$ cat config.mk
export PLATFORM = sky130hd
export DESIGN_NAME = ahb_out_stage
export DESIGN_NICKNAME = d
export VERILOG_FILES = /design/src/logic/ahb_outstg_pkg.sv /design/src/logic/ahb_out_stage.sv /design/src/logic/data_phase_ctrl.sv /design/src/logic/addr_phase_mux.sv /design/src/logic/output_arb.sv
export VERILOG_INCLUDE_DIRS = /design/src /design/src/logic
export SDC_FILE = /design/constraint.sdc
export NUM_CORES = 1
export LEC_CHECK = 0
export ABC_AREA = 1
export ABC_CLOCK_PERIOD_IN_PS = 1240
export BUFFER_PORTS_ARGS = -buffer_cell sky130_fd_sc_hd__buf_2
export CORE_AREA = 3 3 130 132
export CTS_CLUSTER_DIAMETER = 120
export DETAILED_ROUTE_END_ITERATION = 7
export DIE_AREA = 0 0 133 135
export GPL_TIMING_DRIVEN = 1
export HOLD_SLACK_MARGIN = 0.12
export PLACE_DENSITY_LB_ADDON = 0.25
export RECOVER_POWER = 50
export SLEW_MARGIN = 20
export SYNTH_ARGS = -nofsm -noshare
export SYNTH_HDL_FRONTEND = slang
export SYNTH_SLANG_ARGS = --single-unit
export TNS_END_PERCENT = 30
$ cat constraint.sdc
create_clock -name HCLK -period 1.24 [get_ports HCLK]
set_input_delay 0.062 -clock HCLK [delete_from_list [all_inputs] [get_ports HCLK]]
set_output_delay 0.062 -clock HCLK [all_outputs]
set_load 0.01 [all_outputs]
$ cat src/logic/ahb_outstg_settings.svh
`ifndef AHB_OUTSTG_SETTINGS_SVH
`define AHB_OUTSTG_SETTINGS_SVH

// ----------------------------------------------------------
// Output stage sizing
// ----------------------------------------------------------
`define OUTSTG_N_PORTS      3        // Input ports sharing the slave
`define OUTSTG_ADDR_W       32       // HADDR width
`define OUTSTG_DATA_W       32       // HWDATA width

// ----------------------------------------------------------
// HTRANS encodings
// ----------------------------------------------------------
`define OUTSTG_TRANS_IDLE   2'b00    // No transfer
`define OUTSTG_TRANS_BUSY   2'b01    // Burst paused by master
`define OUTSTG_TRANS_NONSEQ 2'b10    // First beat or single
`define OUTSTG_TRANS_SEQ    2'b11    // Burst continuation

`endif
$ cat src/logic/ahb_outstg_pkg.sv
`default_nettype none

`include "ahb_outstg_settings.svh"

package ahb_outstg_pkg;

  // ----------------------------------------------------------
  // Port indexing
  // ----------------------------------------------------------
  typedef logic [$clog2(`OUTSTG_N_PORTS)-1:0] port_idx_t;   // Input port number

  typedef logic [`OUTSTG_N_PORTS-1:0] port_mask_t;          // One bit per input port

  // Arbitration result, idx only meaningful with valid set
  typedef struct packed {
    logic      valid;                                       // Some port owns the slave
    port_idx_t idx;                                         // Owning port
  } grant_t;

  // ----------------------------------------------------------
  // Address phase of one port
  // ----------------------------------------------------------
  typedef struct packed {
    logic                      sel;                         // HSEL
    logic [`OUTSTG_ADDR_W-1:0] addr;                        // HADDR
    logic [1:0]                trans;                       // HTRANS
    logic                      write;                       // HWRITE
    logic [2:0]                size;                        // HSIZE
    logic [2:0]                burst;                       // HBURST
    logic [3:0]                prot;                        // HPROT
    logic [3:0]                master;                      // HMASTER
    logic                      mastlock;                    // HMASTLOCK
    logic                      held_tran;                   // Input stage holds a transfer
  } addr_ctrl_t;

  // ----------------------------------------------------------
  // Per-port bundles
  // ----------------------------------------------------------
  typedef addr_ctrl_t [`OUTSTG_N_PORTS-1:0] addr_ctrl_arr_t;                  // All ports

  typedef logic [`OUTSTG_N_PORTS-1:0][`OUTSTG_DATA_W-1:0] wdata_arr_t;      // All HWDATA

endpackage

`default_nettype wire

$ cat src/logic/ahb_out_stage.sv
`timescale 1ns/1ps
`default_nettype none

`include "ahb_outstg_settings.svh"

module ahb_out_stage (
  input  wire                                 HCLK,          // AHB clock
  input  wire                                 HRESETn,       // Sync reset, active low
  input  wire ahb_outstg_pkg::addr_ctrl_arr_t i_port_ac,     // From input stages
  input  wire ahb_outstg_pkg::wdata_arr_t     i_port_wdata,  // From input stages
  input  wire                                 i_hreadyoutm,  // Slave HREADYOUT
  output wire ahb_outstg_pkg::port_mask_t     o_active,      // Per-port ownership
  output wire ahb_outstg_pkg::addr_ctrl_t     o_slave_ac,    // Slave address phase
  output wire [`OUTSTG_DATA_W-1:0]            o_hwdatam,     // Slave HWDATA
  output wire                                 o_hreadymuxm   // Slave/ports HREADY
);

  // ----------------------------------------------------------
  // Internal nets
  // ----------------------------------------------------------
  ahb_outstg_pkg::grant_t grant;                         // Registered owner
  wire                    lock_arb;                      // Lock hold for arbiter

  // ----------------------------------------------------------
  // Arbitration
  // ----------------------------------------------------------
  output_arb u_output_arb (
    .HCLK        (HCLK),
    .HRESETn     (HRESETn),
    .i_port_ac   (i_port_ac),
    .i_lock_arb  (lock_arb),
    .i_hreadymux (o_hreadymuxm),
    .i_cur_trans (o_slave_ac.trans),                     // Burst hold check
    .o_grant     (grant)
  );

  // ----------------------------------------------------------
  // Address phase
  // ----------------------------------------------------------
  addr_phase_mux u_addr_phase_mux (
    .HCLK        (HCLK),
    .HRESETn     (HRESETn),
    .i_grant     (grant),
    .i_port_ac   (i_port_ac),
    .i_hreadymux (o_hreadymuxm),
    .o_slave_ac  (o_slave_ac),
    .o_active    (o_active),
    .o_lock_arb  (lock_arb)
  );

  // ----------------------------------------------------------
  // Data phase
  // ----------------------------------------------------------
  data_phase_ctrl u_data_phase_ctrl (
    .HCLK         (HCLK),
    .HRESETn      (HRESETn),
    .i_grant      (grant),
    .i_slave_sel  (o_slave_ac.sel),                      // Captured per transfer
    .i_port_wdata (i_port_wdata),
    .i_hreadyoutm (i_hreadyoutm),
    .o_hwdatam    (o_hwdatam),
    .o_hreadymux  (o_hreadymuxm)                         // Also feeds both blocks
  );

endmodule

`default_nettype wire

$ cat src/logic/data_phase_ctrl.sv
`timescale 1ns/1ps
`default_nettype none

`include "ahb_outstg_settings.svh"

module data_phase_ctrl (
  input  wire                               HCLK,        // AHB clock
  input  wire                               HRESETn,     // Sync reset, active low
  input  wire ahb_outstg_pkg::grant_t       i_grant,     // Current address owner
  input  wire                               i_slave_sel, // HSEL of current address
  input  wire ahb_outstg_pkg::wdata_arr_t   i_port_wdata, // HWDATA per port
  input  wire                               i_hreadyoutm, // Slave ready
  output logic [`OUTSTG_DATA_W-1:0]         o_hwdatam,   // Write data to slave
  output logic                              o_hreadymux  // Ready to slave and ports
);

  ahb_outstg_pkg::port_idx_t data_port;                  // Owner of data phase
  logic                      slave_sel;                  // Data phase targets slave

  // ----------------------------------------------------------
  // Data-phase registers
  // ----------------------------------------------------------
  always_ff @(posedge HCLK)
  begin
    if (!HRESETn)
    begin
      data_port <= '0;
      slave_sel <= 1'b0;                                 // No data phase pending
    end
    else if (o_hreadymux)
    begin
      data_port <= i_grant.idx;                          // Address phase becomes data
      slave_sel <= i_slave_sel;
    end
  end

  // Write data lags address by one accepted transfer
  assign o_hwdatam = i_port_wdata[data_port];

  // ----------------------------------------------------------
  // HREADYMUX
  // ----------------------------------------------------------
  // Slave only stalls when the data phase is really its own
  assign o_hreadymux = slave_sel ? i_hreadyoutm : 1'b1;

  // Arbiter only ever hands out existing ports
  a_data_port_range : assert property (
    @(posedge HCLK) disable iff (!HRESETn)
    data_port < `OUTSTG_N_PORTS
  );

endmodule

`default_nettype wire

$ cat src/logic/addr_phase_mux.sv
`timescale 1ns/1ps
`default_nettype none

`include "ahb_outstg_settings.svh"

module addr_phase_mux (
  input  wire                            HCLK,          // AHB clock
  input  wire                            HRESETn,       // Sync reset, active low
  input  wire ahb_outstg_pkg::grant_t    i_grant,       // Current owner
  input  wire ahb_outstg_pkg::addr_ctrl_arr_t i_port_ac,  // Address phase per port
  input  wire                            i_hreadymux,   // Transfer accepted this cycle
  output ahb_outstg_pkg::addr_ctrl_t     o_slave_ac,    // Address phase to slave
  output ahb_outstg_pkg::port_mask_t     o_active,      // One-hot owner flags
  output logic                           o_lock_arb     // Lock level for arbiter
);

  logic hsel_lock;                                       // Locked sequence owns us
  logic next_hsel_lock;                                  // Pre-registered hsel_lock

  // ----------------------------------------------------------
  // Address/control multiplexer
  // ----------------------------------------------------------
  always_comb
  begin
    o_slave_ac = '0;                                     // IDLE and unselected
    o_active   = '0;
    for (int p = 0; p < `OUTSTG_N_PORTS; p++)
    begin
      if (i_grant.valid && (i_grant.idx == p))
      begin
        o_slave_ac  = i_port_ac[p];                      // Owner drives the slave
        o_active[p] = 1'b1;                              // Tell the input stage
      end
    end
    o_slave_ac.held_tran = 1'b0;                         // Input-stage internal only
  end

  // ----------------------------------------------------------
  // Lock tracking
  // ----------------------------------------------------------
  // A locked master may briefly address another slave mid-sequence.
  // HSEL then drops while HMASTLOCK stays, and the sequence must
  // still own this output until the lock is released.
  always_comb
  begin
    if (o_slave_ac.sel && o_slave_ac.trans[1] && o_slave_ac.mastlock)
    begin
      next_hsel_lock = 1'b1;                             // Locked NONSEQ/SEQ to us
    end
    else if (!o_slave_ac.mastlock)
    begin
      next_hsel_lock = 1'b0;                             // Lock released
    end
    else
    begin
      next_hsel_lock = hsel_lock;
    end
  end

  always_ff @(posedge HCLK)
  begin
    if (!HRESETn)
    begin
      hsel_lock <= 1'b0;
    end
    else if (i_hreadymux)
    begin
      hsel_lock <= next_hsel_lock;                       // Only at transfer boundary
    end
  end

  // Lock counts only once the sequence reached this slave
  assign o_lock_arb = o_slave_ac.mastlock & (hsel_lock | o_slave_ac.sel);

  // Never two owners at once
  a_active_onehot : assert property (
    @(posedge HCLK) disable iff (!HRESETn)
    $onehot0(o_active)
  );

endmodule

`default_nettype wire

$ cat src/logic/output_arb.sv
`timescale 1ns/1ps
`default_nettype none

`include "ahb_outstg_settings.svh"

module output_arb (
  input  wire                            HCLK,          // AHB clock
  input  wire                            HRESETn,       // Sync reset, active low
  input  wire ahb_outstg_pkg::addr_ctrl_arr_t i_port_ac,  // Address phase per port
  input  wire                            i_lock_arb,    // Locked sequence in progress
  input  wire                            i_hreadymux,   // Transfer accepted this cycle
  input  wire [1:0]                      i_cur_trans,   // HTRANS of the granted port
  output ahb_outstg_pkg::grant_t         o_grant        // Registered grant
);

  // ----------------------------------------------------------
  // Requests
  // ----------------------------------------------------------
  ahb_outstg_pkg::port_mask_t req;                       // Port wants the slave
  ahb_outstg_pkg::grant_t     next_grant;                // Fixed-priority winner
  logic                       burst_cont;                // Burst not yet finished
  logic                       hold_grant;                // Keep current owner

  // A port only competes while its input stage holds a transfer for us
  always_comb
  begin
    for (int p = 0; p < `OUTSTG_N_PORTS; p++)
    begin
      req[p] = i_port_ac[p].sel & i_port_ac[p].held_tran;  // Selected and pending
    end
  end

  // ----------------------------------------------------------
  // Fixed priority, port 0 highest
  // ----------------------------------------------------------
  always_comb
  begin
    next_grant = '0;                                     // Nobody requesting
    for (int p = `OUTSTG_N_PORTS - 1; p >= 0; p--)
    begin
      if (req[p])
      begin
        next_grant.valid = 1'b1;                         // Lower index overwrites
        next_grant.idx   = ahb_outstg_pkg::port_idx_t'(p);
      end
    end
  end

  // Middle of a burst, the owner must keep the slave
  assign burst_cont = (i_cur_trans == `OUTSTG_TRANS_BUSY) ||
                      (i_cur_trans == `OUTSTG_TRANS_SEQ);

  // Locked sequences and bursts pin the current owner
  assign hold_grant = o_grant.valid & (i_lock_arb | burst_cont);

  // ----------------------------------------------------------
  // Grant register
  // ----------------------------------------------------------
  always_ff @(posedge HCLK)
  begin
    if (!HRESETn)
    begin
      o_grant <= '0;                                     // No owner out of reset
    end
    else if (i_hreadymux)
    begin
      if (!hold_grant)
      begin
        o_grant <= next_grant;                           // Re-arbitrate at transfer end
      end
    end
  end

  // Ownership may only move on an accepted transfer
  a_grant_frozen_on_wait : assert property (
    @(posedge HCLK) disable iff (!HRESETn)
    !i_hreadymux |=> $stable(o_grant)
  );

endmodule

`default_nettype wire

# Word level (Yosys, flattened, before mapping)

Index checks and enable logic that the tools add are counted.

Bits in registers: 7
Input port bits: 255
Output and inout bits: 88
Word-level logic and storage cells: 42

Order comparisons: 1
Equality and inequality tests: 5
Multiplexer cells: 14
Bitwise gates (word level): 8
Reduce and logical (&&, ||, !) cells: 9

Operators with widths:

| operator             | number |
|---|---|
| $mux W52             | 3 |
| $bmux W32 S2         | 1 |
| $mux W32             | 1 |
| $mux W3              | 3 |
| $mux W1              | 6 |
| $and A1 B1 Y1        | 5 |
| $logic_and A1 B1 Y1  | 5 |
| $eq A2 B1 Y1 const B | 2 |
| $eq A2 B2 Y1 const B | 2 |
| $reduce_and A2 Y1    | 2 |
| $lt A2 B3 Y1 const B | 1 |
| $logic_not A2 Y1     | 1 |
| $ne A2 B2 Y1 const B | 1 |
| $or A1 B1 Y1         | 2 |
| $logic_or A1 B1 Y1   | 1 |
| $not A1 Y1           | 1 |

# Logic depth before layout (Yosys ltp)

Gate-level depths: netlist of run 1.

Depth in word-level cells: 11
Mapped depth: 10
Gate-level depth less buffers: 10

# Cells and area by module

A second synthesis of run 1 with hierarchy kept.

Cells, all modules: 532
Area total of the unflattened synthesis: 2,397.3 µm²

Modules (own cells, without submodules):

| module          | instances | cells each | area each (µm²) | seq. area each (µm²) |
|---|---|---|---|---|
| data_phase_ctrl | 1         | 258        | 1,124.8         | 60.1 |
| addr_phase_mux  | 1         | 248        | 1,103.6         | 20.0 |
| output_arb      | 1         | 26         | 168.9           | 60.1 |

# Least setup slack after synthesis of run 1

No wires, ideal clock.

Kind: register to register
From: reg u_output_arb.o_grant[1] in the netlist's numbering
To: reg u_output_arb.o_grant[2] in the netlist's numbering
Data arrival time: 1,162 ps
Required time: 1,126 ps
Setup slack: -36 ps
Cell stages (with the launch flop): 10
Clock period less this slack: 1,276 ps
Cell sequence: dfxtp_1 inv_2 nand3_1 inv_2 nand2_1 nand3_1 nand2_1 nand3_2 o21bai_1 inv_1

RTL lines:

| element                | RTL line         | RTL |
|---|---|---|
| start, declared        | output_arb.sv:13 | `output ahb_outstg_pkg::grant_t o_grant` |
| start signal, assigned | output_arb.sv:69 | `o_grant <= next_grant;` |

==> summary.txt, run 1 <==
Run status
  – Outcome: complete, but fails checks
  – Failing checks: negative setup slack

Placed design
  – IO buf count: between 300 and 400
  – Placer Congestion: roughly 0.9
  – Placed Cells incl. Taps: slightly below 1,000
  – Detail Placement HPWL: around 11 mm

Floorplanning
  – Die Y-Extent: around 140 um
  – Chip width: 133 um
  – Starting Density: 12.3%
  – Core box area: 15,800 um^2
  – IO Count: 343
  – # rows: 46
  – DIE AREA: about 18,000 um^2

Drt
  – Max layer used: met4
  – Via Count: 4,222
  – Remaining DRCs: 0
  – Vias per cell: around 4.2
  – WL final: around 15 mm
  – WL met2: between 7 and 8 mm
  – Drt wl/cell: 14.7 um
  – Met3 routed WL: between 800 and 900 um
  – Router iterations before antenna repair: 5
  – 1st-iter DRT viols: between 150 and 200
  – WL met1: approximately 6.3 mm
  – Remaining antenna violation count: 0

Yosys
  – Yosys top cell by area: nand2_1
  – Mapped Area: around 2000 um^2
  – Yosys Warn Count: 0
  – Xor/xnor share of the synthesized area: 0%
  – Synth area leaders: nand2_1, nand3_1, o21ai_0, nor2_1, dfxtp_1
  – Synth Area in Compound Gates: approximately a fifth
  – Syn nets: slightly below 700
  – Post-Synth Simple-Gate Area: around 63%
  – Largest family of logic cells by synthesized area: simple AND/OR/NAND/NOR gates
  – Area share of fa/ha/maj cells after synthesis: 0%
  – Cell variety after synth: 21
  – Post-synthesis instance total: 420
  – Seq/Total Area, Yosys: 7.20%
  – Synth top area share: a little under a third
  – Post-synthesis mux area share: 0%
  – Mean post-synth cell area: about 4.6 um^2
  – FF+latch count, synth: 7

Worst setup path
  – WP data required: ~1200 ps
  – CP max FO: 5
  – Crit-path max cell delay: approximately 350 ps
  – Slowest-stage cell, CP: dfxtp_4
  – Ordered list of cells on the worst path: inv_4, nand2_4, nor2_4, buf_6, clkbuf_16, nand2_1, nand3_1, buf_2
  – Crit path kind: flip-flop to output port
  – Startpoint types: flip-flop
  – CP Launch Point: u_output_arb.o_grant[0]
  – Endpoint type of the worst setup path: output port
  – CP Data Arrival Time: 1450 ps
  – Reg-to-reg endpoint: u_addr_phase_mux.hsel_lock
  – Setup crit end: o_slave_ac[37]
  – Worst reg-to-reg setup slack: -180 ps
  – Cells on worst reg2reg path: 10
  – R2R Path Start: u_output_arb.o_grant[0]

Power and ir drop
  – Pwr Total: 3.86 mW
  – Pwr Density: 733 nW/um^2
  – Register share of total power: 7.4%
  – Sw Pwr: 1.63 mW
  – Clock share of power: between 10 and 15%
  – Comb pwr share: between 70% and 80%
  – Sw Ratio: around 42%
  – LEAKAGE: 2.87 nW
  – Cell-internal power: between 2 and 2.5 mW
  – VDD IR max: roughly 0.35 mV

Clock network
  – Clk sinks: 7
  – Clk root buf: clkbuf_16
  – Clk Latency, worst-skew pair: around 230 ps
  – Max H-tree Level: 1
  – Clock-pin slew on the worst setup and hold paths: about 40 ps
  – Inserted Clock Buffers: 3
  – Clock tree buffer depth: 2
  – CTS tree: done

Finish
  – Final core occ: between 30% and 40%
  – Non-Filler Instances: 1,005
  – Leading cell type in the layout, fill and taps excluded: buf_2
  – Ant diodes: 0
  – Share of cells above drive strength 1: 63.9%
  – Area Growth Syn to Fin: 171%
  – # nets final: around 1,000
  – Most frequent cells in the layout: buf_2, nand2_1, nand3_1, o21ai_0, buf_6

STA
  – Part of the cycle the worst path needs: 122%
  – Final hold vios: 0
  – Fin crit period: 1510 ps
  – Max Fclk: about 0.66 GHz
  – Slew Viols, Final: 0
  – Final setup fails: 90
  – Final worst slack: -273 ps
  – Worst hold slack: approximately 180 ps
  – RSZ-0062 raised after global routing: true
  – Clock skew: about 0.79 ps

Global route
  – First-pass GRT wire length: 20.5 mm
  – Vias in the first global route: 3,863
  – Initial antenna violation count: 0
  – Overall Global Routing Usage: between 10% and 20%
  – Largest net degree at the start of global routing: 33
  – GRT Residual Overflow: 0

Run
  – # Max-Cap Violations: 0

Worst hold path
  – HP Class: input port to flip-flop
## routing by layer
metal	up-vias	global-route usage, %
li1	2128	-
met1	1917	18.6
met2	160	23.7
met3	17	2.53
met4	0	2.77
met5	-	0
## critical path, delay by kind of cell (launching register included)
family | cells | cell delay [ps]
buffers and inverters | 4 | 530
flip-flops | 1 | 350
AND/OR/NAND/NOR | 4 | 330
## cells by family (layout without fill, tap and decap cells)
group,count (synthesis),count (layout)
AND/OR/NAND/NOR,290,290
AO/OA/AOI/OAI,76,76
buffers and inverters,46,415
flip-flops,7,7
other,1,1
## synthesized netlist by cell type
library cell / count
inv_2: 4
dfxtp_1: 7
o21a_1: 1
nand2_1: 158
nor2_2: 1
inv_1: 8
a21oi_1: 4
conb_1: 1
nand2_2: 1
buf_4: 3
nor2_1: 39
buf_1: 7
nor2_4: 1
nand4_1: 3
o21ai_1: 3
o21bai_1: 1
nand3_2: 1
o21ai_0: 67
buf_2: 9
nand3_1: 86
clkbuf_1: 15
## power groups by stage
stage               Sequential (mW)  Clock (mW)  Combinational, mW
floorplan                     0.277           0               1.03
global placement              0.275           0               2.34
detailed placement            0.275           0               2.32
CTS                           0.282       0.571               2.66
global route                  0.291       0.590               3.27
finish                        0.286       0.557               3.02
## metrics by stage
stage | worst slack [ps] | cell area [um^2] | setup TNS [ps]
detailed placement | -116 | 4160 | -564
global placement | -82.7 | 4160 | -307
floorplan | -1.40 | 1950 | -11.2
CTS | -280 | 4700 | -14530
global route | -335 | 5270 | -20130
finish | -273 | 5270 | -13960
## final cells by class
cell class	instances	area, um^2
inverter	12	62.6
multi-input combinational	367	1990
timing repair buffer	399	2710
sequential	7	151
clock buffer	4	78.8
fill	1786	10600
tap	216	270
## sequential cells by signal, summed over array words and instances, names as in the netlist
signal / cells
u_addr_phase_mux.hsel_lock: 1
u_data_phase_ctrl.data_port: 2
u_data_phase_ctrl.slave_sel: 1
u_output_arb.o_grant: 3
## what timing repair did
action                                 in CTS  in global routing
endpoints found under the hold margin       1                  0
pin swaps                                  10                 27
setup endpoints to repair                  90                 91
gates resized for setup                    91                104
setup buffers                               8                  5
gates cloned                                6                  6
hold buffers                                1                  0
## how the worst min path moves through the flow
| stage | startpoint | endpoint | slack, ps | cells past startpoint |
|---|---|---|---|---|
| 2_1_floorplan | HRESETn | u_output_arb.o_grant[1] | 180 | 2 |
| 3_3_place_gp | HRESETn | u_output_arb.o_grant[1] | 360 | 3 |
| 3_5_place_dp | HRESETn | u_output_arb.o_grant[1] | 360 | 3 |
| 4_1_cts | i_port_ac[0] | u_output_arb.o_grant[0] | 170 | 4 |
| 5_1_grt | i_port_ac[104] | u_output_arb.o_grant[2] | 200 | 5 |
| 6_report | i_port_ac[0] | u_output_arb.o_grant[0] | 180 | 4 |
No activity file was read; power rests on OpenSTA's default activity.
==> run 2: changes to the inputs <==
Settings changed: RECOVER_POWER 50 to not set.
==> run 2 against run 1 <==
Net effect: the run still ends with negative setup slack left; utilization is essentially flat; largest power group unchanged; cell count is the same; fmax shrank 0.14%; register-to-register slack is essentially flat; first-iteration DRC count decreased by 7.8%; critical path depth stayed put; routed wire length shrank 0.15%; critical endpoint unchanged.
==> summary.txt, run 2 (synthesized netlist as in run 1, its figures left out) <==
Drt
  – Router iterations before antenna repair: 4 (-1)
  – Remaining antenna violation count: 0 (unchanged)
  – Remaining DRCs: 0 (unchanged)
  – Drt wl/cell: 14.7 um (-0.15%)
  – 1st-iter DRT viols: 153 (-7.8%)
  – WL final: 14.8 mm (-0.15%)
  – Vias per cell: 4.21 (+0.31%)
  – Via Count: 4,235 (+0.31%)

Power and ir drop
  – Pwr Total: 3.87 mW (+0.21%)
  – Pwr Density: 734 nW/um^2 (+0.14%)
  – LEAKAGE: 2.88 nW (+0.15%)
  – VDD IR max: 0.359 mV (+2.0%)

Worst setup path
  – WP data required: 1180 ps (about the same)
  – CP max FO: 5 (unchanged)
  – Endpoint type of the worst setup path: output port
  – Worst reg-to-reg setup slack: -180 ps (about the same)
  – Startpoint types: flip-flop
  – CP Data Arrival Time: 1450 ps (about the same)
  – Crit path kind: flip-flop to output port

Global route
  – First-pass GRT wire length: 20.5 mm (unchanged)
  – Largest net degree at the start of global routing: 33 (unchanged)
  – GRT Residual Overflow: 0 (unchanged)
  – Vias in the first global route: 3,863 (unchanged)
  – Overall Global Routing Usage: 14.0% (unchanged)
  – Initial antenna violation count: 0 (unchanged)

Worst hold path
  – HP Class: input port to flip-flop

STA
  – Max Fclk: 0.660 GHz (-0.14%)
  – Clock skew: 0.803 ps (+0.00977 ps)
  – Final setup fails: 90 (unchanged)
  – Final hold vios: 0 (unchanged)
  – Slew Viols, Final: 0 (unchanged)
  – Final worst slack: -275 ps (-2.05 ps)
  – RSZ-0062 raised after global routing: true
  – Fin crit period: 1520 ps (+2.05 ps)
  – Part of the cycle the worst path needs: 122% (+0.17 points)
  – Post-Route Setup TNS: -14,140 ps (-184 ps)

Placed design
  – Pre-CTS setup slack: -116 ps (unchanged)
  – Placer Congestion: 0.879 (unchanged)
  – Detail Placement HPWL: 10.9 mm (unchanged)
  – IO buf count: 341 (unchanged)

Finish
  – Max reg flops: 3 (unchanged)
  – Filler cell count in the final layout: 1,784 (-0.11%)
  – Register area: 151 um^2 (unchanged)
  – Ant diodes: 0 (unchanged)
  – Most frequent cells in the layout: buf_2, nand2_1, nand3_1, o21ai_0, buf_6
  – Area of the multi-input gates: 1990 um^2 (unchanged)
  – Largest registers: u_output_arb.o_grant: 3 flops, u_data_phase_ctrl.data_port: 2 flops
  – Reg with most FFs: u_output_arb.o_grant
  – Share of cells above drive strength 1: 64.0% (+0.13 points)
  – # nets final: 1,045 (unchanged)
  – Leading cell type in the layout, fill and taps excluded: buf_2
  – Area Growth Syn to Fin: 171% (about the same)

Clock network
  – CTS tree: done
  – Clk root buf: clkbuf_16
  – Clock-pin slew on the worst setup and hold paths: 40 ps (about the same)
  – Inserted Clock Buffers: 3 (unchanged)
  – Max H-tree Level: 1 (unchanged)
  – Clk Latency, worst-skew pair: 240 ps (about the same)
  – Clock tree buffer depth: 2 (unchanged)
  – Clk sinks: 7 (unchanged)

Floorplanning
  – Die Y-Extent: 135 um (unchanged)
  – Starting Density: 12.3% (unchanged)
  – Chip width: 133 um (unchanged)
  – IO Count: 343 (unchanged)
  – Core box area: 15,800 um^2 (unchanged)
  – # rows: 46 (unchanged)
  – DIE AREA: 18,000 um^2 (unchanged)

Run status
  – Failing checks: negative setup slack
  – Outcome: complete, but fails checks

Run
  – # Max-Cap Violations: 0 (unchanged)
==> run 2: layout make-up <==
| cell class | instances | share of cell area, % |
|---|---|---|
| multi-input combinational | 367 | 37.7 |
| sequential | 7 | 2.87 |
| tap | 216 | 5.13 |
| timing repair buffer | 399 | 51.6 |
| inverter | 12 | 1.19 |
| clock buffer | 4 | 1.50 |
==> run 2: worst paths after layout <==
| check | startpoint | end | cells past startpoint |
|---|---|---|---|
| min | i_port_ac[0] | u_output_arb.o_grant[0] | 4 |
| max | u_output_arb.o_grant[0] | o_slave_ac[37] | 8 |
| min reg2reg | u_addr_phase_mux.hsel_lock | u_addr_phase_mux.hsel_lock | 2 |
| max reg2reg | u_output_arb.o_grant[0] | u_addr_phase_mux.hsel_lock | 10 |
==> run 2: through the flow <==
stage | hold slack (ps) | util [%] | cells | instance area [um^2]
global placement | 362 | 26.3 | 976 | 4160
detailed placement | 362 | 26.3 | 976 | 4160
floorplan | 175 | - | 420 | 1950
CTS | 166 | 29.7 | 995 | 4700
finish | 174 | 33.3 | 1005 | 5270
global route | 195 | 33.3 | 1005 | 5270
==> run 2: per-layer routing <==
layer  GRT usage, %  routed length [um]
met4           2.77                 198
met2           23.7                7410
met3           2.53                1020
met5              0                   0
met1           18.6                6150
==> run 2: worst max-delay path: stages (launching register included) <==
cell,delay (ps)
dfxtp_4,350
inv_4,60
nand2_4,60
nor2_4,150
buf_6,170
clkbuf_16,160
nand2_1,50
nand3_1,70
buf_2,140
==> run 2: where the power goes <==
| part | switching [mW] | internal [mW] | total [mW] |
|---|---|---|---|
| clock | 0.134 | 0.429 | 0.563 |
| sequential | 0.0296 | 0.256 | 0.286 |
| combinational | 1.47 | 1.55 | 3.02 |
==> run 2: repair_timing <==
action                                  in CTS  in global routing
hold endpoints to repair                     1                  0
endpoints found under the setup margin      90                 91
hold buffers                                 1                  0
gates cloned                                 6                  6
resized for setup                           91                104
setup buffers                                8                  5
pin swaps                                   10                 27
